`src/design/gpu_core_pkg.sv`:
```
package gpu_core_pkg;

    // Core dimensions
    localparam int WARPS = 4;
    localparam int LANES = 4;
    localparam int REGS = 8;
    localparam int DATA_W = 32;
    localparam int PC_W = 5;
    localparam int WARP_W = $clog2(WARPS);
    localparam int REG_W = $clog2(REGS);
    localparam int ADDR_W = WARP_W + PC_W;
    localparam int INSTR_W = 16;
    localparam int IMM_W = 6;

    // Slots held by the instruction memory and the result sink
    localparam int FETCH_CREDITS = 4;
    localparam int RESULT_CREDITS = 2;

    typedef logic [WARP_W-1:0] warp_idx_t;
    typedef logic [REG_W-1:0] reg_idx_t;
    typedef logic [PC_W-1:0] pc_t;
    typedef logic [ADDR_W-1:0] addr_t;
    typedef logic [DATA_W-1:0] data_t;

    typedef enum logic [3:0] {
        OP_ADD   = 4'h0,
        OP_SUB   = 4'h1,
        OP_AND   = 4'h2,
        OP_XOR   = 4'h3,
        OP_ADDI  = 4'h4,
        OP_TID   = 4'h5,
        OP_BNZ   = 4'h6,
        OP_STORE = 4'h7,
        OP_HALT  = 4'hf
    } opcode_t;

    // For ADDI and BNZ the low six bits {rs2, pad} hold a signed immediate
    typedef struct packed {
        opcode_t                          opcode;
        reg_idx_t                         rd;
        reg_idx_t                         rs1;
        reg_idx_t                         rs2;
        logic [INSTR_W-4-3*REG_W-1:0]     pad;
    } instr_t;

    typedef struct packed {
        warp_idx_t warp;
        addr_t     addr;
    } ifetch_req_t;

    typedef struct packed {
        warp_idx_t warp;
        instr_t    instr;
    } ifetch_rsp_t;

    // Lane 0 sits in the lowest data word
    typedef struct packed {
        warp_idx_t               warp;
        reg_idx_t                src;
        data_t [LANES-1:0]       data;
    } result_t;

    typedef struct packed {
        logic      we;
        opcode_t   op;
        warp_idx_t warp;
        reg_idx_t  rd;
        reg_idx_t  rs1;
        reg_idx_t  rs2;
        data_t     imm;
    } lane_op_t;

    typedef enum logic [1:0] {
        WS_IDLE,
        WS_FETCH,
        WS_READY,
        WS_DONE
    } warp_status_t;

endpackage
```
`src/design/warp_context.sv`:
```
`timescale 1ns/100ps

module warp_context
    import gpu_core_pkg::*;
#(
    parameter int WARP_ID = 0
) (
    input  logic         clk,
    input  logic         reset,
    input  logic         start,
    input  logic         fetch_grant,
    input  logic         rsp_load,
    input  instr_t       rsp_instr,
    input  logic         issue,
    input  pc_t          next_pc,
    input  logic         halt,
    output logic         fetch_req,
    output addr_t        fetch_addr,
    output warp_status_t status,
    output instr_t       instr,
    output pc_t          pc
);

    // Set once the fetch has left, cleared when the instruction returns
    logic requested;

    assign fetch_req = (status == WS_FETCH) && !requested;
    assign fetch_addr = {warp_idx_t'(WARP_ID), pc};

    always_ff @(posedge clk) begin
        if (reset) begin
            status <= WS_IDLE;
            pc <= '0;
            requested <= 1'b0;
        end else if (start) begin
            status <= WS_FETCH;
            pc <= '0;
            requested <= 1'b0;
        end else begin
            case (status)
                WS_FETCH: begin
                    if (rsp_load) begin
                        status <= WS_READY;
                        requested <= 1'b0;
                    end else if (fetch_grant) begin
                        requested <= 1'b1;
                    end
                end
                WS_READY: begin
                    if (halt) begin
                        status <= WS_DONE;
                    end else if (issue) begin
                        // Back to fetching at the address the scheduler resolved
                        pc <= next_pc;
                        status <= WS_FETCH;
                    end
                end
                default: begin
                    status <= status;
                end
            endcase
        end
    end

    always_ff @(posedge clk) begin
        if (rsp_load) begin
            instr <= rsp_instr;
        end
    end

endmodule

```
`config.mk`:
```
export PLATFORM = sky130hd
export DESIGN_NAME = warp_context
export DESIGN_NICKNAME = d
export VERILOG_FILES = /design/src/design/gpu_core_pkg.sv /design/src/design/warp_context.sv
export SDC_FILE = /design/constraint.sdc
export NUM_CORES = 1
export LEC_CHECK = 0
export BUFFER_PORTS_ARGS = -buffer_cell sky130_fd_sc_hd__buf_2
export CORE_MARGIN = 2
export CORE_UTILIZATION = 42
export DETAILED_ROUTE_END_ITERATION = 8
export GPL_TIMING_DRIVEN = 0
export PLACE_DENSITY = 0.81
export SKIP_LAST_GASP = 1
export SLEW_MARGIN = 20
export SYNTH_ARGS = -nofsm -noshare
export SYNTH_HDL_FRONTEND = slang
export SYNTH_SLANG_ARGS = --single-unit
```
`constraint.sdc`:
```
create_clock -name clk -period 3 [get_ports clk]
set_input_delay 0.6 -clock clk [delete_from_list [all_inputs] [get_ports clk]]
set_output_delay 0.6 -clock clk [all_outputs]
set_load 0.02 [all_outputs]
```
==> impl_metrics.yaml <==
cells_and_area:
  fin_util_pct: 62.37
  n_antenna_cell: 0
  areaGrowthSynthToFinish_pct: 41.31
  nets: 146
  drive_gt1_share_pct: 58.12
synthesis:
  ys_warn_count: 0
  syn_area_sq_um: 857.1
  ys_ff_latch: 24
  yosysSeqAreaShare_pct: 74.74
  syn_avg_cell_area_sq_um: 15.30
  synthDistinctLibCells: 15
  syn_inst: 56
power_and_ir_drop:
  irDropWorstVdd_mv: 0.2552
  powerDensity_mw_per_mm2: 513.7
  power.leakage_nw: 0.5676
  p_total_uw: 622.2
global_route:
  grt_pass1_vias: 584
  grt_pass1_wl_um: 2497
  grt_antenna_before_repair: 0
  grt_max_degree: 20
  grtUsageTotal_pct: 13.61
  grt.overflow.total: 0
placed_design:
  gp_congestion: 0.7382
  io_buffers: 56
  place_ws_ns: 1.467
floorplan:
  dieArea_sq_mm: 0.002418
  rows: 16
  ios: 59
  core_region_area_sq_mm: 0.001942
  die_w_um: 49.18
  die_h_um: 49.18
  start_util_pct: 44.14
sta:
  min_period_ns: 1.890
  fin_crit_sh_pct: 63.01
  timing.final.ws_setup_ns: 1.110
  holdWs_ns: 0.4517
  rsz0062_at_grt: "no"
  fin_tns_setup_ns: 0
  setup_viol: 0
  slew_violations: 0
  skew_ns: 0.002618
  fmax_ghz: 0.5290
  hold_viol: 0
clock_tree:
  cts_tree: "yes"
  cts_made_buffers: 3
  cts.clk_slew.worst_paths_ns: 0.12
  cts_sinks: 24
  clockRootBuffer: "clkbuf_4"
  clock_latency_ns: 0.30
  clock_tree.buffer_depth: 2
  ctsHoldBuffers: 0
  ctsResizeCount: 0
  cts_max_level: 1
  post_cts_buffers: 0
critical_path:
  crit_arrival_ns: 1.29
  crit_fanout: 6
  crit_type: "reg -> out"
  crit_path_end_kind: "output port"
  required_ns: 2.40
  startpoint_type: "flop"
routing:
  avgViaCountPerCell: 4.319
  drc_errors: 0
  drtAntennaViolNets: 0
  wl_per_cell_um: 11.14
  drtIter0Drc: 4
  vias: 622
  dr.pass1.iters: 4
  drt-total-wl_um: 1604
worst_hold_path:
  holdCritPathClass: "in -> reg"
run:
  drv_cap: 0
status:
  status: "complete, no violations"
-- cell usage after synthesis (all sizes together) --
cell type / instances / area (sq um)
edfxtp: 16 / 480.5
buf: 8 / 63.81
dfxtp: 8 / 160.2
mux2i: 5 / 50.05
nor2: 5 / 18.77
nor2b: 3 / 18.77
nor3: 3 / 15.01
a21oi: 2 / 10.01
a211oi: 1 / 7.510
and4bb: 1 / 12.51
clkbuf: 1 / 3.750
conb: 1 / 3.750
nor4: 1 / 6.260
or2: 1 / 6.260
-- worst max-delay path: stages (launching register included) --
cell and delay [ns]:
dfxtp_1 0.41, nor2b_1 0.23, nor2b_1 0.17, buf_2 0.18
-- layout by cell type (no fill, tap or decap) --
master	count
buf_6	1
nor4_1	1
clkbuf_1	1
a211oi_1	1
conb_1	2
and4bb_1	1
a21oi_1	2
buf_4	7
nor2b_1	3
dfxtp_1	8
edfxtp_1	16
nor2_1	5
nor3_1	3
clkbuf_8	1
buf_2	56
or2_0	1
clkbuf_4	3
mux2i_1	5
-- cell type report --
cell class	count	area [sq um]
Clock buffer	4	36.28
Sequential cell	24	640.6
Tap cell	27	33.78
Fill cell	168	730.7
Timing Repair Buffer	56	280.3
Buffer	9	67.56
Multi-Input combinational cell	24	152.6
-- worst paths after layout --
path	start	to	slack, ns	depth (start not counted)
setup / recovery	status[0]	fetch_req	1.11	3
hold / removal	reset	status[0]	0.45	2
setup reg to reg	status[1]	pc[3]	1.84	4
hold reg to reg	requested	requested	0.52	2
-- report_power, final --
part | switching, mW | total (mW) | internal, mW
clock network | 0.0900 | 0.164 | 0.0740
logic | 0.0482 | 0.0798 | 0.0316
registers | 0.00515 | 0.378 | 0.373
total | 0.143 | 0.622 | 0.479
-- logic make-up after synthesis --
family / count (synthesis) / share of synthesized area [%]
AO/OA/AOI/OAI: 3 / 2.044
other: 1 / 0.4375
multiplexers: 5 / 5.840
flip-flops: 24 / 74.74
buffers and inverters: 9 / 7.883
AND/OR/NAND/NOR: 14 / 9.052
-- routing by layer --
metal	GRT usage, %	wire [um]	vias up
met2	22.75	717	45
met3	4.601	204	0
met4	4.286	0	0
met1	16.46	681	267
li1	-	-	310
met5	0	0	-
-- sequential cells by signal (all words and copies together), names as in the netlist --
| name | flops |
|---|---|
| instr | 16 |
| pc | 5 |
| status | 2 |
| requested | 1 |
-- through the flow --
stage | area (sq um) | instances
floorplan | 860.8 | 57
global placement | 1175 | 140
detailed placement | 1175 | 140
CTS | 1211 | 144
global route | 1211 | 144
finish | 1211 | 144
(Power assumes the default switching activity.)
