===== src/design/gpu_core_pkg.sv =====
package gpu_core_pkg;

    // Core dimensions
    localparam int WARPS = 4;
    localparam int LANES = 4;
    localparam int REGS = 8;
    localparam int DATA_W = 32;
    localparam int PC_W = 5;
    localparam int WARP_W = $clog2(WARPS);
    localparam int REG_W = $clog2(REGS);
    localparam int ADDR_W = WARP_W + PC_W;
    localparam int INSTR_W = 16;
    localparam int IMM_W = 6;

    // Slots held by the instruction memory and the result sink
    localparam int FETCH_CREDITS = 4;
    localparam int RESULT_CREDITS = 2;

    typedef logic [WARP_W-1:0] warp_idx_t;
    typedef logic [REG_W-1:0] reg_idx_t;
    typedef logic [PC_W-1:0] pc_t;
    typedef logic [ADDR_W-1:0] addr_t;
    typedef logic [DATA_W-1:0] data_t;

    typedef enum logic [3:0] {
        OP_ADD   = 4'h0,
        OP_SUB   = 4'h1,
        OP_AND   = 4'h2,
        OP_XOR   = 4'h3,
        OP_ADDI  = 4'h4,
        OP_TID   = 4'h5,
        OP_BNZ   = 4'h6,
        OP_STORE = 4'h7,
        OP_HALT  = 4'hf
    } opcode_t;

    // For ADDI and BNZ the low six bits {rs2, pad} hold a signed immediate
    typedef struct packed {
        opcode_t                          opcode;
        reg_idx_t                         rd;
        reg_idx_t                         rs1;
        reg_idx_t                         rs2;
        logic [INSTR_W-4-3*REG_W-1:0]     pad;
    } instr_t;

    typedef struct packed {
        warp_idx_t warp;
        addr_t     addr;
    } ifetch_req_t;

    typedef struct packed {
        warp_idx_t warp;
        instr_t    instr;
    } ifetch_rsp_t;

    // Lane 0 sits in the lowest data word
    typedef struct packed {
        warp_idx_t               warp;
        reg_idx_t                src;
        data_t [LANES-1:0]       data;
    } result_t;

    typedef struct packed {
        logic      we;
        opcode_t   op;
        warp_idx_t warp;
        reg_idx_t  rd;
        reg_idx_t  rs1;
        reg_idx_t  rs2;
        data_t     imm;
    } lane_op_t;

    typedef enum logic [1:0] {
        WS_IDLE,
        WS_FETCH,
        WS_READY,
        WS_DONE
    } warp_status_t;

endpackage

===== src/design/simd_lane.sv =====
`timescale 1ns/100ps

module simd_lane
    import gpu_core_pkg::*;
#(
    parameter int LANE_ID = 0
) (
    input  logic     clk,
    input  logic     reset,
    input  lane_op_t lane_op,
    output data_t    rs1_data
);

    // One register bank per warp
    data_t regs [WARPS][REGS];
    data_t rs2_data;
    data_t alu_out;

    assign rs1_data = regs[lane_op.warp][lane_op.rs1];
    assign rs2_data = regs[lane_op.warp][lane_op.rs2];

    always_comb begin
        case (lane_op.op)
            OP_ADD:  alu_out = rs1_data + rs2_data;
            OP_SUB:  alu_out = rs1_data - rs2_data;
            OP_AND:  alu_out = rs1_data & rs2_data;
            OP_XOR:  alu_out = rs1_data ^ rs2_data;
            OP_ADDI: alu_out = rs1_data + lane_op.imm;
            // Global thread index
            OP_TID:  alu_out = DATA_W'(lane_op.warp) * DATA_W'(LANES) + DATA_W'(LANE_ID);
            default: alu_out = rs1_data;
        endcase
    end

    always_ff @(posedge clk) begin
        if (reset) begin
            for (int w = 0; w < WARPS; w++) begin
                for (int r = 0; r < REGS; r++) begin
                    regs[w][r] <= '0;
                end
            end
        end else if (lane_op.we) begin
            regs[lane_op.warp][lane_op.rd] <= alu_out;
        end
    end

endmodule


===== config.mk =====
export PLATFORM = sky130hd
export DESIGN_NAME = simd_lane
export DESIGN_NICKNAME = d
export VERILOG_FILES = /design/src/design/gpu_core_pkg.sv /design/src/design/simd_lane.sv
export SDC_FILE = /design/constraint.sdc
export NUM_CORES = 2
export LEC_CHECK = 0
export ABC_AREA = 1
export BUFFER_PORTS_ARGS = -buffer_cell sky130_fd_sc_hd__buf_2
export CORE_ASPECT_RATIO = 1.25
export CORE_MARGIN = 3
export CORE_UTILIZATION = 40
export CTS_CLUSTER_DIAMETER = 30
export DETAILED_ROUTE_END_ITERATION = 7
export GPL_TIMING_DRIVEN = 1
export HOLD_SLACK_MARGIN = 0.05
export SLEW_MARGIN = 0
export SYNTH_ARGS = -nofsm -noshare
export SYNTH_HDL_FRONTEND = slang
export SYNTH_SLANG_ARGS = --single-unit

===== constraint.sdc =====
create_clock -name clk -period 6.49 [get_ports clk]
set_clock_uncertainty 0.1 [all_clocks]
set_input_delay 0.3245 -clock clk [delete_from_list [all_inputs] [get_ports clk]]
set_output_delay 0.3245 -clock clk [all_outputs]
set_load 0.03 [all_outputs]

==> results.toml <==
[worst_hold_path]
hp-class = "in -> reg"
holdCritStartpoint = "lane_op[40]"
hold_path_end = "regs[1][123]"
worstHoldPathCells = 5

[grt]
grt_overflow = 0
grtUsageTotal = 0.317
grt_max_degree = 87
grt_pass1_wl_mm = 316
antenna_found_initial = 11
grt_pass1_vias = 46400

[floorplanning]
core_mm2 = 0.132
die_w_um = 332
pin_count = 82
initial_utilization = 0.403
dieArea_mm2 = 0.138
num_rows = 149
die_h_um = 414

[clock_network]
cts_hold_buf = 0
cts_root_buf = "clkbuf_16"
clk_path_buf_depth = 3
clock_latency_ns = 0.82
clock-sinks = 1024
cts_buffers = 196
cts.htree.levels = 4
cts_tree = "built"
clkTransAtPathRegs_ns = 0.05

[setup_path]
crit_type = "reg -> reg"
worst-path-buf-inv = 4
slowest_delay_ns = 0.39
crit_top_cell = "nand2_1"
reg2reg_slack_ns = 0.67
startpoint_type = "register"
r2r_end = "regs[1][157]"
rr_startpoint = "regs[1][1]"
cpMaxStageDelayCell = "ha_1"
path_delay_family = "simple AND/OR/NAND/NOR gates"
cp.required_ns = 6.90
critPathMaxFanout = 32
crit_arrival_ns = 6.23
worstRegToRegCells = 35
end_kind = "register"

[yosys]
yosysTopAreaCell = "edfxtp_1"
synthCells = 6245
syn_avg_cell_area_um2 = 8.52
synth_top_area_frac = 0.578
synth.distinct_cells = 49
syn_nets = 6360
syn_area_mm2 = 0.0532
synth-seq-cells = 1024
synthTopCellsByArea = "edfxtp_1 (58%), nand2_1 (13%), nor2_1 (8.7%)"
yosys_warnings = 0
yosysSeqAreaShare = 0.578

[finish]
nets = 6478
largest_register_ffs = 1024
final_util = 0.485
largest_register = "regs"
syn2layout_area_growth_pct = 20.2
stdcell_area_mm2 = 0.0640
drive_gt1_frac = 0.124
final_common_cell = "nand2_1"
layout_common_cells = "nand2_1 (1,779), nor2_1 (1,225), edfxtp_1 (1,024), nand3_1 (687), inv_1 (293)"
final_cell_count_no_fill = 8274
reg_top3 = "regs: 1024 flops"

[sta]
tns_ns = 0
hold_viol = 0
hold_ws_ns = 0.199
drv_slew = 0
fin_crit_sh = 0.897
worst_slew_pin_slew_ns = 1.43
setup_viol = 0
fmax_mhz = 172
fin_crit_ns = 5.82
slew_headroom = 0.0437
rsz0062_at_grt = "false"

[routing]
ant_nets = 0
first_pass_iters = 6
wl_per_cell_um = 26.7
num_vias = 48000
drc = 0
drt_wl_total_mm = 221
drt_iter0_markers = 6389
vias_per_cell = 5.81

[pwr]
ir_drop_mv = 0.228
power_density_mw_per_mm2 = 327
p_leak_nw = 26.0

[flow_run]
maxCapViolations = 0

[placed_design]
dp_cells = 7901
dp_hpwl_mm = 137
placed_cell_area_mm2 = 0.0572
globalplace.congestion = 0.956
port_buffers = 81

[status]
status = "finished clean"
worst reg2reg max path: cells and delay by family, from the launching register on:
| family | cells | cell delay, ns |
|---|---|---|
| simple gates | 20 | 2.72 |
| compound gates | 9 | 1.27 |
| flops | 1 | 0.37 |
| fa+ha+maj | 2 | 0.60 |
| buf+inv | 4 | 0.44 |
worst max-delay path by stage:
stage / startpoint / to / slack [ns] / cells after the start
floorplan: lane_op[42] / regs[0][122] / 1.18 / 29
CTS: regs[1][6] / regs[0][122] / 0.76 / 34
global route: regs[1][1] / regs[3][189] / 0.06 / 37
finish: regs[1][1] / regs[1][157] / 0.67 / 35
global placement: lane_op[41] / regs[0][189] / 0.37 / 36
detailed placement: lane_op[41] / regs[0][186] / 0.35 / 37
timing repair:
item                                    CTS  global route
hold endpoints to repair                  0             0
buffers inserted                          0             0
gates resized for setup                   0             1
endpoints found under the setup margin    0            21
cell usage after synthesis, drive strengths merged:
cell type / instances
a211o: 1
a211oi: 2
a21boi: 2
a21o: 3
a21oi: 288
a221o: 2
a221oi: 13
a22o: 1
a22oi: 14
a31oi: 38
a32o: 1
a32oi: 1
and2: 10
and3: 1
buf: 181
clkbuf: 285
clkinv: 1
edfxtp: 1024
fa: 1
ha: 64
inv: 302
nand2: 1821
nand3: 687
nand3b: 2
nand4: 9
nor2: 1233
nor3: 17
nor4: 6
o211ai: 6
o21a: 1
o21ai: 159
o21bai: 2
o221ai: 5
o22ai: 5
o311ai: 7
o31ai: 29
o32ai: 9
or2: 11
xor2: 1
power by group:
group / switching [mW] / internal [mW] / total (mW)
combinational: 2.23 / 0.831 / 3.06
clock: 3.60 / 6.64 / 10.2
sequential: 0.0687 / 7.53 / 7.60
total: 5.90 / 15.0 / 20.9
final cells by class:
type / count / area (um2)
inverters: 303 / 1160
fillers: 12400 / 68000
well taps: 1736 / 2170
diodes: 7 / 17.5
multi-input cells: 4452 / 19800
clock inverters: 149 / 1670
repair buffers: 386 / 3380
flip-flops and latches: 1024 / 30700
clock buffers: 217 / 5030
through the flow:
stage	setup WS (ns)	power (mW)
floorplan	1.18	9.30
CTS	0.765	20.9
finish	0.671	20.9
global route	0.0597	21.5
detailed placement	0.352	10.7
global placement	0.373	10.7
metal layers:
metal	up-vias	part of all wire	wire length, um	global-route usage
met4	0	0.077	16900	0.219
met3	822	0.11	24400	0.0648
met2	3299	0.46	102000	0.514
met1	22900	0.35	77500	0.379
met5	-	0	0	0
li1	21100	-	-	-
logic make-up (layout without fill, tap and decap cells):
family / count (synthesis) / count (layout) / synth area share
buf+inv: 769 / 1055 / 0.0579
other cells: 0 / 7 / 0
compound gates: 589 / 589 / 0.0621
fa+ha+maj: 65 / 65 / 0.0154
simple gates: 3797 / 3797 / 0.287
xor+xnor: 1 / 1 / 0.000165
flops: 1024 / 1024 / 0.578
Power figures use the tool's default switching activity.
