===== src/design/gpu_core_pkg.sv =====
package gpu_core_pkg;

    // Core dimensions
    localparam int WARPS = 4;
    localparam int LANES = 4;
    localparam int REGS = 8;
    localparam int DATA_W = 32;
    localparam int PC_W = 5;
    localparam int WARP_W = $clog2(WARPS);
    localparam int REG_W = $clog2(REGS);
    localparam int ADDR_W = WARP_W + PC_W;
    localparam int INSTR_W = 16;
    localparam int IMM_W = 6;

    // Slots held by the instruction memory and the result sink
    localparam int FETCH_CREDITS = 4;
    localparam int RESULT_CREDITS = 2;

    typedef logic [WARP_W-1:0] warp_idx_t;
    typedef logic [REG_W-1:0] reg_idx_t;
    typedef logic [PC_W-1:0] pc_t;
    typedef logic [ADDR_W-1:0] addr_t;
    typedef logic [DATA_W-1:0] data_t;

    typedef enum logic [3:0] {
        OP_ADD   = 4'h0,
        OP_SUB   = 4'h1,
        OP_AND   = 4'h2,
        OP_XOR   = 4'h3,
        OP_ADDI  = 4'h4,
        OP_TID   = 4'h5,
        OP_BNZ   = 4'h6,
        OP_STORE = 4'h7,
        OP_HALT  = 4'hf
    } opcode_t;

    // For ADDI and BNZ the low six bits {rs2, pad} hold a signed immediate
    typedef struct packed {
        opcode_t                          opcode;
        reg_idx_t                         rd;
        reg_idx_t                         rs1;
        reg_idx_t                         rs2;
        logic [INSTR_W-4-3*REG_W-1:0]     pad;
    } instr_t;

    typedef struct packed {
        warp_idx_t warp;
        addr_t     addr;
    } ifetch_req_t;

    typedef struct packed {
        warp_idx_t warp;
        instr_t    instr;
    } ifetch_rsp_t;

    // Lane 0 sits in the lowest data word
    typedef struct packed {
        warp_idx_t               warp;
        reg_idx_t                src;
        data_t [LANES-1:0]       data;
    } result_t;

    typedef struct packed {
        logic      we;
        opcode_t   op;
        warp_idx_t warp;
        reg_idx_t  rd;
        reg_idx_t  rs1;
        reg_idx_t  rs2;
        data_t     imm;
    } lane_op_t;

    typedef enum logic [1:0] {
        WS_IDLE,
        WS_FETCH,
        WS_READY,
        WS_DONE
    } warp_status_t;

endpackage

===== src/design/fetch_arbiter.sv =====
`timescale 1ns/100ps

module fetch_arbiter
    import gpu_core_pkg::*;
(
    input  logic               clk,
    input  logic               reset,
    input  logic [WARPS-1:0]   fetch_req,
    input  addr_t              fetch_addr [WARPS],
    input  logic               ifetch_credit,
    input  logic               ifetch_rsp_valid,
    input  ifetch_rsp_t        ifetch_rsp,
    output logic [WARPS-1:0]   fetch_grant,
    output logic               ifetch_valid,
    output ifetch_req_t        ifetch_req,
    output logic [WARPS-1:0]   rsp_load,
    output instr_t             rsp_instr
);

    warp_idx_t   last_grant;
    warp_idx_t   pick;
    logic        found;
    logic        can_send;
    ifetch_req_t req_payload;

    // Search starts one past the last granted warp
    always_comb begin
        found = 1'b0;
        pick = last_grant;
        for (int i = 1; i <= WARPS; i++) begin
            if (!found && fetch_req[(int'(last_grant) + i) % WARPS]) begin
                found = 1'b1;
                pick = warp_idx_t'((int'(last_grant) + i) % WARPS);
            end
        end
    end

    assign fetch_grant = (found && can_send) ? (WARPS'(1) << pick) : '0;
    assign req_payload = '{warp: pick, addr: fetch_addr[pick]};

    always_ff @(posedge clk) begin
        if (reset) begin
            last_grant <= '0;
        end else if (found && can_send) begin
            last_grant <= pick;
        end
    end

    credit_tx #(
        .payload_t (ifetch_req_t),
        .CREDITS   (FETCH_CREDITS)
    ) u_fetch_tx (
        .clk           (clk),
        .reset         (reset),
        .send          (found),
        .payload       (req_payload),
        .credit_return (ifetch_credit),
        .can_send      (can_send),
        .tx_valid      (ifetch_valid),
        .tx_payload    (ifetch_req)
    );

    // Tag of the response picks the warp that captures it
    assign rsp_load = ifetch_rsp_valid ? (WARPS'(1) << ifetch_rsp.warp) : '0;
    assign rsp_instr = ifetch_rsp.instr;

endmodule


===== src/design/credit_tx.sv =====
`timescale 1ns/100ps

module credit_tx #(
    parameter type payload_t = logic,
    parameter int CREDITS = 2
) (
    input  logic     clk,
    input  logic     reset,
    input  logic     send,
    input  payload_t payload,
    input  logic     credit_return,
    output logic     can_send,
    output logic     tx_valid,
    output payload_t tx_payload
);

    localparam int CNT_W = $clog2(CREDITS + 1);

    logic [CNT_W-1:0] credits;
    logic             take;

    assign can_send = (credits != '0);
    assign take = send && can_send;

    always_ff @(posedge clk) begin
        if (reset) begin
            credits <= CNT_W'(CREDITS);
            tx_valid <= 1'b0;
        end else begin
            tx_valid <= take;
            // A send and a return in the same cycle cancel out
            case ({take, credit_return})
                2'b10: credits <= credits - 1'b1;
                2'b01: credits <= credits + 1'b1;
                default: credits <= credits;
            endcase
        end
    end

    always_ff @(posedge clk) begin
        if (take) begin
            tx_payload <= payload;
        end
    end

endmodule


===== config.mk =====
export PLATFORM = sky130hd
export DESIGN_NAME = fetch_arbiter
export DESIGN_NICKNAME = d
export VERILOG_FILES = /design/src/design/gpu_core_pkg.sv /design/src/design/fetch_arbiter.sv /design/src/design/credit_tx.sv
export SDC_FILE = /design/constraint.sdc
export NUM_CORES = 1
export LEC_CHECK = 0
export CAP_MARGIN = 40
export CORE_MARGIN = 3
export CORE_UTILIZATION = 65
export CTS_CLUSTER_DIAMETER = 40
export DETAILED_ROUTE_END_ITERATION = 16
export DONT_BUFFER_PORTS = 1
export PLACE_DENSITY = 0.78
export SYNTH_ARGS = -nofsm -noshare
export SYNTH_HDL_FRONTEND = slang
export SYNTH_SLANG_ARGS = --single-unit
export TNS_END_PERCENT = 5

===== constraint.sdc =====
create_clock -name clk -period 4.2 [get_ports clk]
set_input_delay 0.21 -clock clk [delete_from_list [all_inputs] [get_ports clk]]
set_output_delay 0.21 -clock clk [all_outputs]
set_load 0.01 [all_outputs]

==> results.tsv <==
metric	value	unit
clock-pin transition on the worst setup and hold timing paths	0.09	ns
PostCTS Resize Cnt	0	
worst vdd ir	0.0003616	V
# rows	13	
Clk Latency, worst-skew pair	0.27	ns
Overall Global Routing Usage	19.02	%
Fin Hold WS	0.04293	ns
sequential share of power	45.2	%
Post-Syn Instances	99	
root buffer cell	clkbuf_4	
drt total wl	1944	um
die height	45.63	um
reg2reg end	u_fetch_tx.credits[2]	
Critical Path Slowest Stage Cell	or3b_2	
# diodes	0	
initial drt markers	15	
YS warnings	0	
hold violation total from the final report	0	
vias per inst	6.301	
Layout Nets	145	
pre-CTS setup slack	1.826	ns
Buf+Inv Stages, Crit Path	3	
Finish-stage setup viols	0	
proportion of layout cells with a drive suffix above 1	10.23	%
critical path fanouts, max	14	
critical path launch point type	register	
Core Region	1383	um^2
Clk pwr share	11.3	%
R2R cell count	10	
io pins	88	
status	complete, no violations	
Clock Sinks	15	
Comb pwr share	43.5	%
CP delay by family, top	simple AND/OR/NAND/NOR gates	
Num CTS Buffers	3	
drt pass-1 iters	4	
Synth Area in Compound Gates	6.373	%
EDFF count, synth	9	
TNS Setup	0	ns
Initial Util	73.85	%
Static Leak	0.4366	nW
f_max	420.6	MHz
CP endpoint kind	register	
ys flop type	edfxtp_1	
Period Utilization, post-route	56.61	%
dpl hpwl	1533	um
initial antenna violation count	0	
simple-gate area share of the yosys netlist	12.13	%
Post-synth ARST share	0	%
Reg2Reg Setup Slack	1.82	ns
synth unique cells	26	
CP Depth	10	
Slew Limit Headroom	63.68	%
RSZ-0062 raised after global routing	false	
die area	2082	um^2
largest family of logic cells by synthesized area	multiplexers	
Synth Register Bits	15	
Hold Path Class	primary input to register	
critical path arrival	2.54	ns
Power Dens Cells	739.9	nW/um^2
WL per Instance	18.87	um
mux cell area share after synthesis	21.57	%
synthesized area per cell	10.31	um^2
Setup CP Type	register to register	
clk_skew	0.0006894	ns
Layout area overhead	-5.760	%
FF-to-FF Start	u_fetch_tx.credits[0]	
vias in the first global route	608	
Post-Synth Adder-Cell Area	3.186	%
CTS H-tree lvls	1	
first-pass GRT wire length	2711	um
die width	45.63	um
slew of the pin with the lowest slew margin	0.5447	ns
NetSw	283.9	uW
CP max stage delay	0.45	ns
routability cong.	0.7072	
Max-Cap Viols	0	
CTS max path bufs	2	
worst hold stages	1	
Final ANT Viol Nets	0	
min-delay src	reset	
Post-Synth XOR/XNOR Area	1.716	%
required time of the critical path	4.36	ns
syn nets	155	
Switching Share	39.87	%
largest net degree at the start of global routing	19	
number of remaining DRC errors	0	
final worst slack	1.822	ns
synthesized cell area	1021	um^2
crit-path most repeated cell	inv_1	
setup repair bufs after CTS	0	
CTS Hold Bufs	1	
Overflow after GRT	0	
I/O Buffers	0	
via count	649	
P_int	428.1	uW
CTS tree	built	
crit path cell chain	nor3_1 -> a21oi_1 -> buf_4 -> inv_1 -> ha_1 -> inv_1 -> fa_1 -> xor2_1 -> o21ai_0 -> or3b_2	
Slew Limit Fails	0	
sequential area share after synthesis	38.24	%
Hold Crit Endpoint	u_fetch_tx.credits[2]	
min Tclk post-route	2.378	ns
-- cell type report --
| type | instances | area, um^2 |
|---|---|---|
| Clock buffer | 3 | 22.52 |
| Timing Repair Buffer | 4 | 40.04 |
| Fill cell | 115 | 420.4 |
| Sequential cell | 15 | 390.4 |
| Clock inverter | 1 | 5.005 |
| Multi-Input combinational cell | 61 | 470.5 |
| Tap cell | 15 | 18.77 |
| Inverter | 4 | 15.01 |
-- metrics by stage --
step	util [%]	total power [mW]	cells	area, um^2
after floorplan	-	0.5890	99	1021
after global placement	65.25	0.6055	96	902.1
after detailed placement	65.79	0.6226	97	909.6
after CTS	68.51	0.7051	102	947.2
after global routing	69.59	0.7654	103	962.2
final	69.59	0.7119	103	962.2
-- layer usage --
layer | part of all wire, % | track usage [%]
met5 | 0 | 0
met3 | 12 | 5.138
met2 | 54 | 33.15
met1 | 32 | 18.91
met4 | 1.9 | 14.04
-- worst max path at each step --
stage / from / end / slack (ns)
detailed placement: u_fetch_tx.credits[0] / u_fetch_tx.credits[2] / 1.83
CTS: last_grant[0] / fetch_grant[2] / 1.66
floorplan: u_fetch_tx.credits[0] / u_fetch_tx.credits[2] / 1.70
global route: u_fetch_tx.credits[0] / u_fetch_tx.credits[2] / 1.65
global placement: u_fetch_tx.credits[0] / u_fetch_tx.credits[2] / 1.92
finish: u_fetch_tx.credits[0] / u_fetch_tx.credits[2] / 1.82
-- flip-flops by register name, summed over array words and instances, names as in the netlist --
signal and cells:
last_grant 2, u_fetch_tx.credits 3, u_fetch_tx.tx_payload 9, u_fetch_tx.tx_valid 1
-- logic make-up (layout without fill, tap and decap cells) --
kind of cell	after synthesis	count (layout)
AOI/OAI and AO/OA	10	10
xor gates and xnor gates	2	2
adders and majority gates	2	2
buffers and inverters	23	12
DFF	15	15
muxes	22	22
and+or+nand+nor	25	25
-- Yosys cell counts, types with 2 or more instances --
master | count | area share, %
dfxtp_1 | 6 | 12
nand2_1 | 3 | 1.1
nor3_1 | 2 | 0.98
inv_1 | 4 | 1.5
nor2_1 | 12 | 4.4
buf_4 | 16 | 12
mux2i_1 | 22 | 22
nand2b_1 | 2 | 1.2
o21ai_0 | 4 | 2.0
edfxtp_1 | 9 | 26
xor2_1 | 2 | 1.7
a21oi_1 | 3 | 1.5
-- layout by cell type, fill, tap and decap left out, drive strengths merged, types with 3 or more instances in the layout --
cell,instances
mux2i,22
nor2,12
edfxtp,9
dfxtp,6
inv,4
o21ai,4
a21oi,3
nand2,3
clkbuf,3
buf,3
-- power by group through the flow --
stage | clock network [mW] | logic (mW) | registers (mW)
floorplan | 0 | 0.279 | 0.310
global placement | 0 | 0.283 | 0.323
detailed placement | 0 | 0.295 | 0.328
CTS | 0.0828 | 0.299 | 0.324
global route | 0.0880 | 0.345 | 0.332
finish | 0.0805 | 0.310 | 0.322
Power figures use the tool's default switching activity.
