--- src/design/gpu_core_pkg.sv ---
package gpu_core_pkg;

    // Core dimensions
    localparam int WARPS = 4;
    localparam int LANES = 4;
    localparam int REGS = 8;
    localparam int DATA_W = 32;
    localparam int PC_W = 5;
    localparam int WARP_W = $clog2(WARPS);
    localparam int REG_W = $clog2(REGS);
    localparam int ADDR_W = WARP_W + PC_W;
    localparam int INSTR_W = 16;
    localparam int IMM_W = 6;

    // Slots held by the instruction memory and the result sink
    localparam int FETCH_CREDITS = 4;
    localparam int RESULT_CREDITS = 2;

    typedef logic [WARP_W-1:0] warp_idx_t;
    typedef logic [REG_W-1:0] reg_idx_t;
    typedef logic [PC_W-1:0] pc_t;
    typedef logic [ADDR_W-1:0] addr_t;
    typedef logic [DATA_W-1:0] data_t;

    typedef enum logic [3:0] {
        OP_ADD   = 4'h0,
        OP_SUB   = 4'h1,
        OP_AND   = 4'h2,
        OP_XOR   = 4'h3,
        OP_ADDI  = 4'h4,
        OP_TID   = 4'h5,
        OP_BNZ   = 4'h6,
        OP_STORE = 4'h7,
        OP_HALT  = 4'hf
    } opcode_t;

    // For ADDI and BNZ the low six bits {rs2, pad} hold a signed immediate
    typedef struct packed {
        opcode_t                          opcode;
        reg_idx_t                         rd;
        reg_idx_t                         rs1;
        reg_idx_t                         rs2;
        logic [INSTR_W-4-3*REG_W-1:0]     pad;
    } instr_t;

    typedef struct packed {
        warp_idx_t warp;
        addr_t     addr;
    } ifetch_req_t;

    typedef struct packed {
        warp_idx_t warp;
        instr_t    instr;
    } ifetch_rsp_t;

    // Lane 0 sits in the lowest data word
    typedef struct packed {
        warp_idx_t               warp;
        reg_idx_t                src;
        data_t [LANES-1:0]       data;
    } result_t;

    typedef struct packed {
        logic      we;
        opcode_t   op;
        warp_idx_t warp;
        reg_idx_t  rd;
        reg_idx_t  rs1;
        reg_idx_t  rs2;
        data_t     imm;
    } lane_op_t;

    typedef enum logic [1:0] {
        WS_IDLE,
        WS_FETCH,
        WS_READY,
        WS_DONE
    } warp_status_t;

endpackage
--- src/design/warp_scheduler.sv ---
`timescale 1ns/100ps

module warp_scheduler
    import gpu_core_pkg::*;
(
    input  logic                clk,
    input  logic                reset,
    input  logic                start,
    input  warp_status_t        status [WARPS],
    input  instr_t              instr [WARPS],
    input  pc_t                 pc [WARPS],
    input  data_t [LANES-1:0]   lane_rs1_data,
    input  logic                result_credit,
    output logic [WARPS-1:0]    issue,
    output logic [WARPS-1:0]    halt,
    output pc_t                 next_pc,
    output lane_op_t            lane_op,
    output logic                result_valid,
    output result_t             result,
    output logic                done
);

    logic [WARPS-1:0] eligible;
    logic             all_done;
    logic             any;
    logic             res_can_send;
    logic             store_send;
    warp_idx_t        last_issue;
    warp_idx_t        sel;
    instr_t           cur;
    logic [IMM_W-1:0] imm6;
    result_t          store_rec;

    // A STORE waits for a free slot in the result sink
    always_comb begin
        all_done = 1'b1;
        for (int w = 0; w < WARPS; w++) begin
            eligible[w] = (status[w] == WS_READY) &&
                          !(instr[w].opcode == OP_STORE && !res_can_send);
            if (status[w] != WS_DONE) begin
                all_done = 1'b0;
            end
        end
    end

    always_comb begin
        any = 1'b0;
        sel = last_issue;
        for (int i = 1; i <= WARPS; i++) begin
            if (!any && eligible[(int'(last_issue) + i) % WARPS]) begin
                any = 1'b1;
                sel = warp_idx_t'((int'(last_issue) + i) % WARPS);
            end
        end
    end

    assign cur = instr[sel];
    assign imm6 = {cur.rs2, cur.pad};

    always_comb begin
        lane_op.op = cur.opcode;
        lane_op.warp = sel;
        lane_op.rd = cur.rd;
        lane_op.rs1 = cur.rs1;
        lane_op.rs2 = cur.rs2;
        lane_op.imm = {{(DATA_W-IMM_W){imm6[IMM_W-1]}}, imm6};
        case (cur.opcode)
            OP_ADD, OP_SUB, OP_AND, OP_XOR, OP_ADDI, OP_TID: lane_op.we = any;
            default: lane_op.we = 1'b0;
        endcase
    end

    // Branch decision follows lane 0 only
    always_comb begin
        if (cur.opcode == OP_BNZ && lane_rs1_data[0] != '0) begin
            next_pc = pc[sel] + imm6[PC_W-1:0];
        end else begin
            next_pc = pc[sel] + 1'b1;
        end
    end

    assign issue = (any && cur.opcode != OP_HALT) ? (WARPS'(1) << sel) : '0;
    assign halt = (any && cur.opcode == OP_HALT) ? (WARPS'(1) << sel) : '0;

    assign store_send = any && (cur.opcode == OP_STORE);
    assign store_rec = '{warp: sel, src: cur.rs1, data: lane_rs1_data};

    always_ff @(posedge clk) begin
        if (reset) begin
            last_issue <= '0;
            done <= 1'b0;
        end else begin
            if (any) begin
                last_issue <= sel;
            end
            done <= start ? 1'b0 : all_done;
        end
    end

    credit_tx #(
        .payload_t (result_t),
        .CREDITS   (RESULT_CREDITS)
    ) u_result_tx (
        .clk           (clk),
        .reset         (reset),
        .send          (store_send),
        .payload       (store_rec),
        .credit_return (result_credit),
        .can_send      (res_can_send),
        .tx_valid      (result_valid),
        .tx_payload    (result)
    );

endmodule

--- src/design/credit_tx.sv ---
`timescale 1ns/100ps

module credit_tx #(
    parameter type payload_t = logic,
    parameter int CREDITS = 2
) (
    input  logic     clk,
    input  logic     reset,
    input  logic     send,
    input  payload_t payload,
    input  logic     credit_return,
    output logic     can_send,
    output logic     tx_valid,
    output payload_t tx_payload
);

    localparam int CNT_W = $clog2(CREDITS + 1);

    logic [CNT_W-1:0] credits;
    logic             take;

    assign can_send = (credits != '0);
    assign take = send && can_send;

    always_ff @(posedge clk) begin
        if (reset) begin
            credits <= CNT_W'(CREDITS);
            tx_valid <= 1'b0;
        end else begin
            tx_valid <= take;
            // A send and a return in the same cycle cancel out
            case ({take, credit_return})
                2'b10: credits <= credits - 1'b1;
                2'b01: credits <= credits + 1'b1;
                default: credits <= credits;
            endcase
        end
    end

    always_ff @(posedge clk) begin
        if (take) begin
            tx_payload <= payload;
        end
    end

endmodule

--- config.mk ---
export PLATFORM = sky130hd
export DESIGN_NAME = warp_scheduler
export DESIGN_NICKNAME = d
export VERILOG_FILES = /design/src/design/gpu_core_pkg.sv /design/src/design/warp_scheduler.sv /design/src/design/credit_tx.sv
export SDC_FILE = /design/constraint.sdc
export NUM_CORES = 1
export LEC_CHECK = 0
export BUFFER_PORTS_ARGS = -buffer_cell sky130_fd_sc_hd__buf_4
export CAP_MARGIN = 5
export CORE_AREA = 8 8 155 157
export CTS_BUF_LIST = sky130_fd_sc_hd__clkbuf_4 sky130_fd_sc_hd__clkbuf_8 sky130_fd_sc_hd__clkbuf_16
export CTS_CLUSTER_DIAMETER = 100
export CTS_CLUSTER_SIZE = 8
export DETAILED_ROUTE_END_ITERATION = 10
export DIE_AREA = 0 0 163 165
export PLACE_DENSITY = 0.56
export SYNTH_ARGS = -nofsm -noshare
export SYNTH_HDL_FRONTEND = slang
export SYNTH_HIERARCHICAL = 1
export SYNTH_SLANG_ARGS = --single-unit
--- constraint.sdc ---
create_clock -name clk -period 6.6 [get_ports clk]
set_input_delay 1.32 -clock clk [delete_from_list [all_inputs] [get_ports clk]]
set_output_delay 1.32 -clock clk [all_outputs]
set_load 0.02 [all_outputs]
==> results.py <==
metrics = {
    "status": {
        "outcome": "complete, no violations",
    },
    "sta": {
        "tightest_slew_ps": 647.2,
        "rsz0062_at_grt": "false",
        "relSlewSlack_pct": 56.85,
        "fin_worst_skew_ps": 6.550,
        "setup_viol": 0,
        "slew_violations": 0,
        "timing.fmax_mhz": 160.0,
        "fin_crit_ps": 6250,
        "fin_setup_tns_ps": 0,
        "period_share_pct": 94.70,
        "final-hold-violation-count": 0,
    },
    "clocking": {
        "clk_pin_slew_ps": 60,
        "ctsHoldBuffers": 0,
        "clk_latency_ps": 410,
        "clkSinkCount": 139,
        "cts-buffers-inserted": 17,
        "cts.path.max_buffers": 2,
        "cts_tree": "built",
        "h-tree-depth": 4,
        "clock-root-buffer": "clkbuf_16",
    },
    "routing": {
        "postRouteAntennaNets": 0,
        "viasPerCell": 4.236,
        "via_count": 4507,
        "routed_wl_um": 22090,
        "drtIter0Drc": 186,
        "dr.pass1.iters": 4,
        "wl_per_cell_um": 20.76,
        "drc": 0,
    },
    "floorplanning": {
        "rows": 54,
        "core_um2": 21490,
        "dieHeight_um": 165,
        "chipWidth_um": 163,
        "start_util_pct": 26.76,
        "num_io_pins": 420,
        "die_area_um2": 26900,
    },
    "logic_synthesis": {
        "yosysWarnings": 6,
        "synth.distinct_cells": 42,
        "async_flop_share_pct": 0,
        "syn-cell-area_um2": 5749,
        "yosys.area_share.xor_xnor_pct": 0.9140,
        "yosys.area_share.adder_pct": 1.436,
        "synth_area_leaders": "edfxtp_1, mux2i_1, buf_4, dfxtp_1, nor2b_1",
        "synth_top_family_by_area": "simple AND/OR/NAND/NOR gates",
        "ys_ff_latch": 139,
        "synth_ff_type": "edfxtp_1",
        "synth-seq-area-share_pct": 71.56,
        "synthesis.instances": 366,
        "yosysTopAreaCellShare_pct": 69.47,
        "synthMuxAreaShare_pct": 6.442,
        "synth_simple_gate_area_share_pct": 8.379,
        "synth.avg_cell_area_um2": 15.71,
        "syn_nets": 596,
        "synth_area_leader_cell": "edfxtp_1",
        "synth_edf_count": 133,
        "synth-compound-area-share_pct": 5.397,
    },
    "global_routing": {
        "grt_overflow": 0,
        "grt_max_degree": 69,
        "grt_pass1_wl_um": 30220,
        "grt_antenna_before_repair": 0,
        "grt_util_all_layers_pct": 15.43,
        "grt_pass1_vias": 4715,
    },
    "placement": {
        "gp_congestion": 0.7576,
        "portBuffers": 419,
        "dp_hpwl_um": 18430,
    },
    "min_path": {
        "holdPathStages": 2,
        "min_from": "u_result_tx/credits[0]$_SDFFE_PP0P_",
        "hp-class": "flop to flop",
        "min_to": "u_result_tx/credits[0]$_SDFFE_PP0P_",
    },
    "setup_path": {
        "critical_path.max_fanout": 11,
        "crit_path_start_kind": "primary input",
        "reg2reg_from": "u_result_tx/credits[1]$_SDFFE_PP1P_",
        "rr_endpoint": "u_result_tx/tx_payload[81]$_DFFE_PP_",
        "rrSetupSlack_ps": 2650,
        "end_kind": "output pin",
        "path_class": "primary input to output pin",
        "worstPathRequired_ps": 5280,
        "rr_worst_depth": 11,
        "arrival_ps": 4930,
    },
    "finish": {
        "final_common_cell": "buf_4",
        "nets": 1001,
        "final_cell_mix": "buf_4, edfxtp_1, mux2i_1, a21oi_1, nor2b_1",
        "insertedDiodeCount": 0,
        "drive_above_1_share_pct": 59.95,
        "area_growth_pct": 66.79,
    },
    "power_and_ir_drop": {
        "clkPwrFrac_pct": 33.7,
        "p_sw_share_pct": 30.13,
        "power_leakage_nw": 4.139,
        "seqPwrFrac_pct": 39.5,
        "peakVddDrop_uv": 146.2,
        "power.switching_w": 0.0007883,
        "p_int_w": 0.001828,
        "p_total_w": 0.002616,
        "comb_power_share_pct": 26.8,
        "power.density_nw_per_um2": 272.8,
    },
    "job": {
        "drv_cap": 0,
    },
}
[state kept, by name (all words and copies together), names as in the netlist]
name                    count
u_result_tx/tx_valid        1
u_result_tx/credits         2
last_issue                  2
done                        1
u_result_tx/tx_payload    133
[stage by stage]
step                      cells  utilization, %  setup WS (ps)  cell area [um^2]  hold slack [ps]
final                      1064           44.63          350.1              9589            556.3
after global routing       1064           44.63          21.89              9589            626.4
after CTS                  1063           44.60          254.8              9582            562.2
after detailed placement   1031           42.01          274.7              9026            545.0
after global placement     1031           42.01          370.4              9026            535.6
after floorplan             366               -          460.5              5749            509.4
[worst max path at each step]
stage	slack, ps	cells past startpoint	end	start
2_1_floorplan	460	10	u_result_tx/tx_payload[0]$_DFFE_PP_	instr[15]
3_3_place_gp	370	19	next_pc[4]	instr[31]
3_5_place_dp	270	19	next_pc[4]	instr[15]
4_1_cts	250	19	next_pc[4]	instr[15]
5_1_grt	20	19	next_pc[4]	instr[15]
6_report	350	19	next_pc[4]	instr[15]
[worst max-delay path, cell delays in order]
cell      delay [ps]
buf_4            120
nand4b_1         200
o21a_1           230
or3_1            350
o21a_2           220
mux2i_1          150
mux2_2           320
nor2_1           200
nand4b_1         210
or2_1            280
ha_1             210
inv_1             70
fa_1             190
inv_1             40
a21o_1           160
a21oi_1          180
xnor2_1          160
xnor2_1          140
buf_4            160
[repair_timing]
item,4_1_cts,5_1_grt
hold endpoints to repair,0,0
buffers inserted,0,1
setup endpoints to repair,0,1
gates resized for setup,0,0
[per-layer routing]
layer	GRT usage, %	vias up	part of all wire [%]
met5	0	-	0
li1	-	2177	-
met4	3.711	0	0.83
met1	16.21	2086	36
met2	27.54	235	53
met3	7.203	9	11
[synth_stat cells, types with 4 or more instances]
| library cell | n |
|---|---|
| edfxtp_1 | 133 |
| buf_4 | 31 |
| mux2i_1 | 31 |
| a21oi_1 | 18 |
| nor2b_1 | 18 |
| a211oi_1 | 14 |
| inv_1 | 14 |
| nor2_1 | 12 |
| nand2_1 | 9 |
| nor4_1 | 9 |
| dfxtp_1 | 6 |
| ha_1 | 5 |
| nand2b_1 | 5 |
| nor3_1 | 5 |
| o21ai_0 | 5 |
| mux2_2 | 4 |
| nand4_1 | 4 |
| xnor2_1 | 4 |
[cell families (layout without fill, tap and decap cells)]
| logic type | Yosys count | in the layout |
|---|---|---|
| compound gates | 47 | 47 |
| xor+xnor | 6 | 6 |
| mux | 36 | 36 |
| buf+inv | 54 | 472 |
| flops | 139 | 139 |
| simple gates | 78 | 78 |
| fa+ha+maj | 6 | 6 |
[final cells by class]
class                      count  area, um^2
sequential                   139        4114
inverter                      14       57.56
clock inverter                15       130.1
clock buffer                  17       425.4
tap                          280       350.3
timing repair buffer         426        3211
fill                        2013       11900
multi-input combinational    173        1301
[power by group through the flow]
stage / clock network [W] / registers (W) / logic (W)
floorplan: 0 / 0.00110 / 0.000371
global placement: 0 / 0.00105 / 0.000711
detailed placement: 0 / 0.00105 / 0.000712
CTS: 0.000910 / 0.00103 / 0.000714
global route: 0.000944 / 0.00104 / 0.000754
finish: 0.000882 / 0.00103 / 0.000702
No activity file was read; power rests on OpenSTA's default activity.
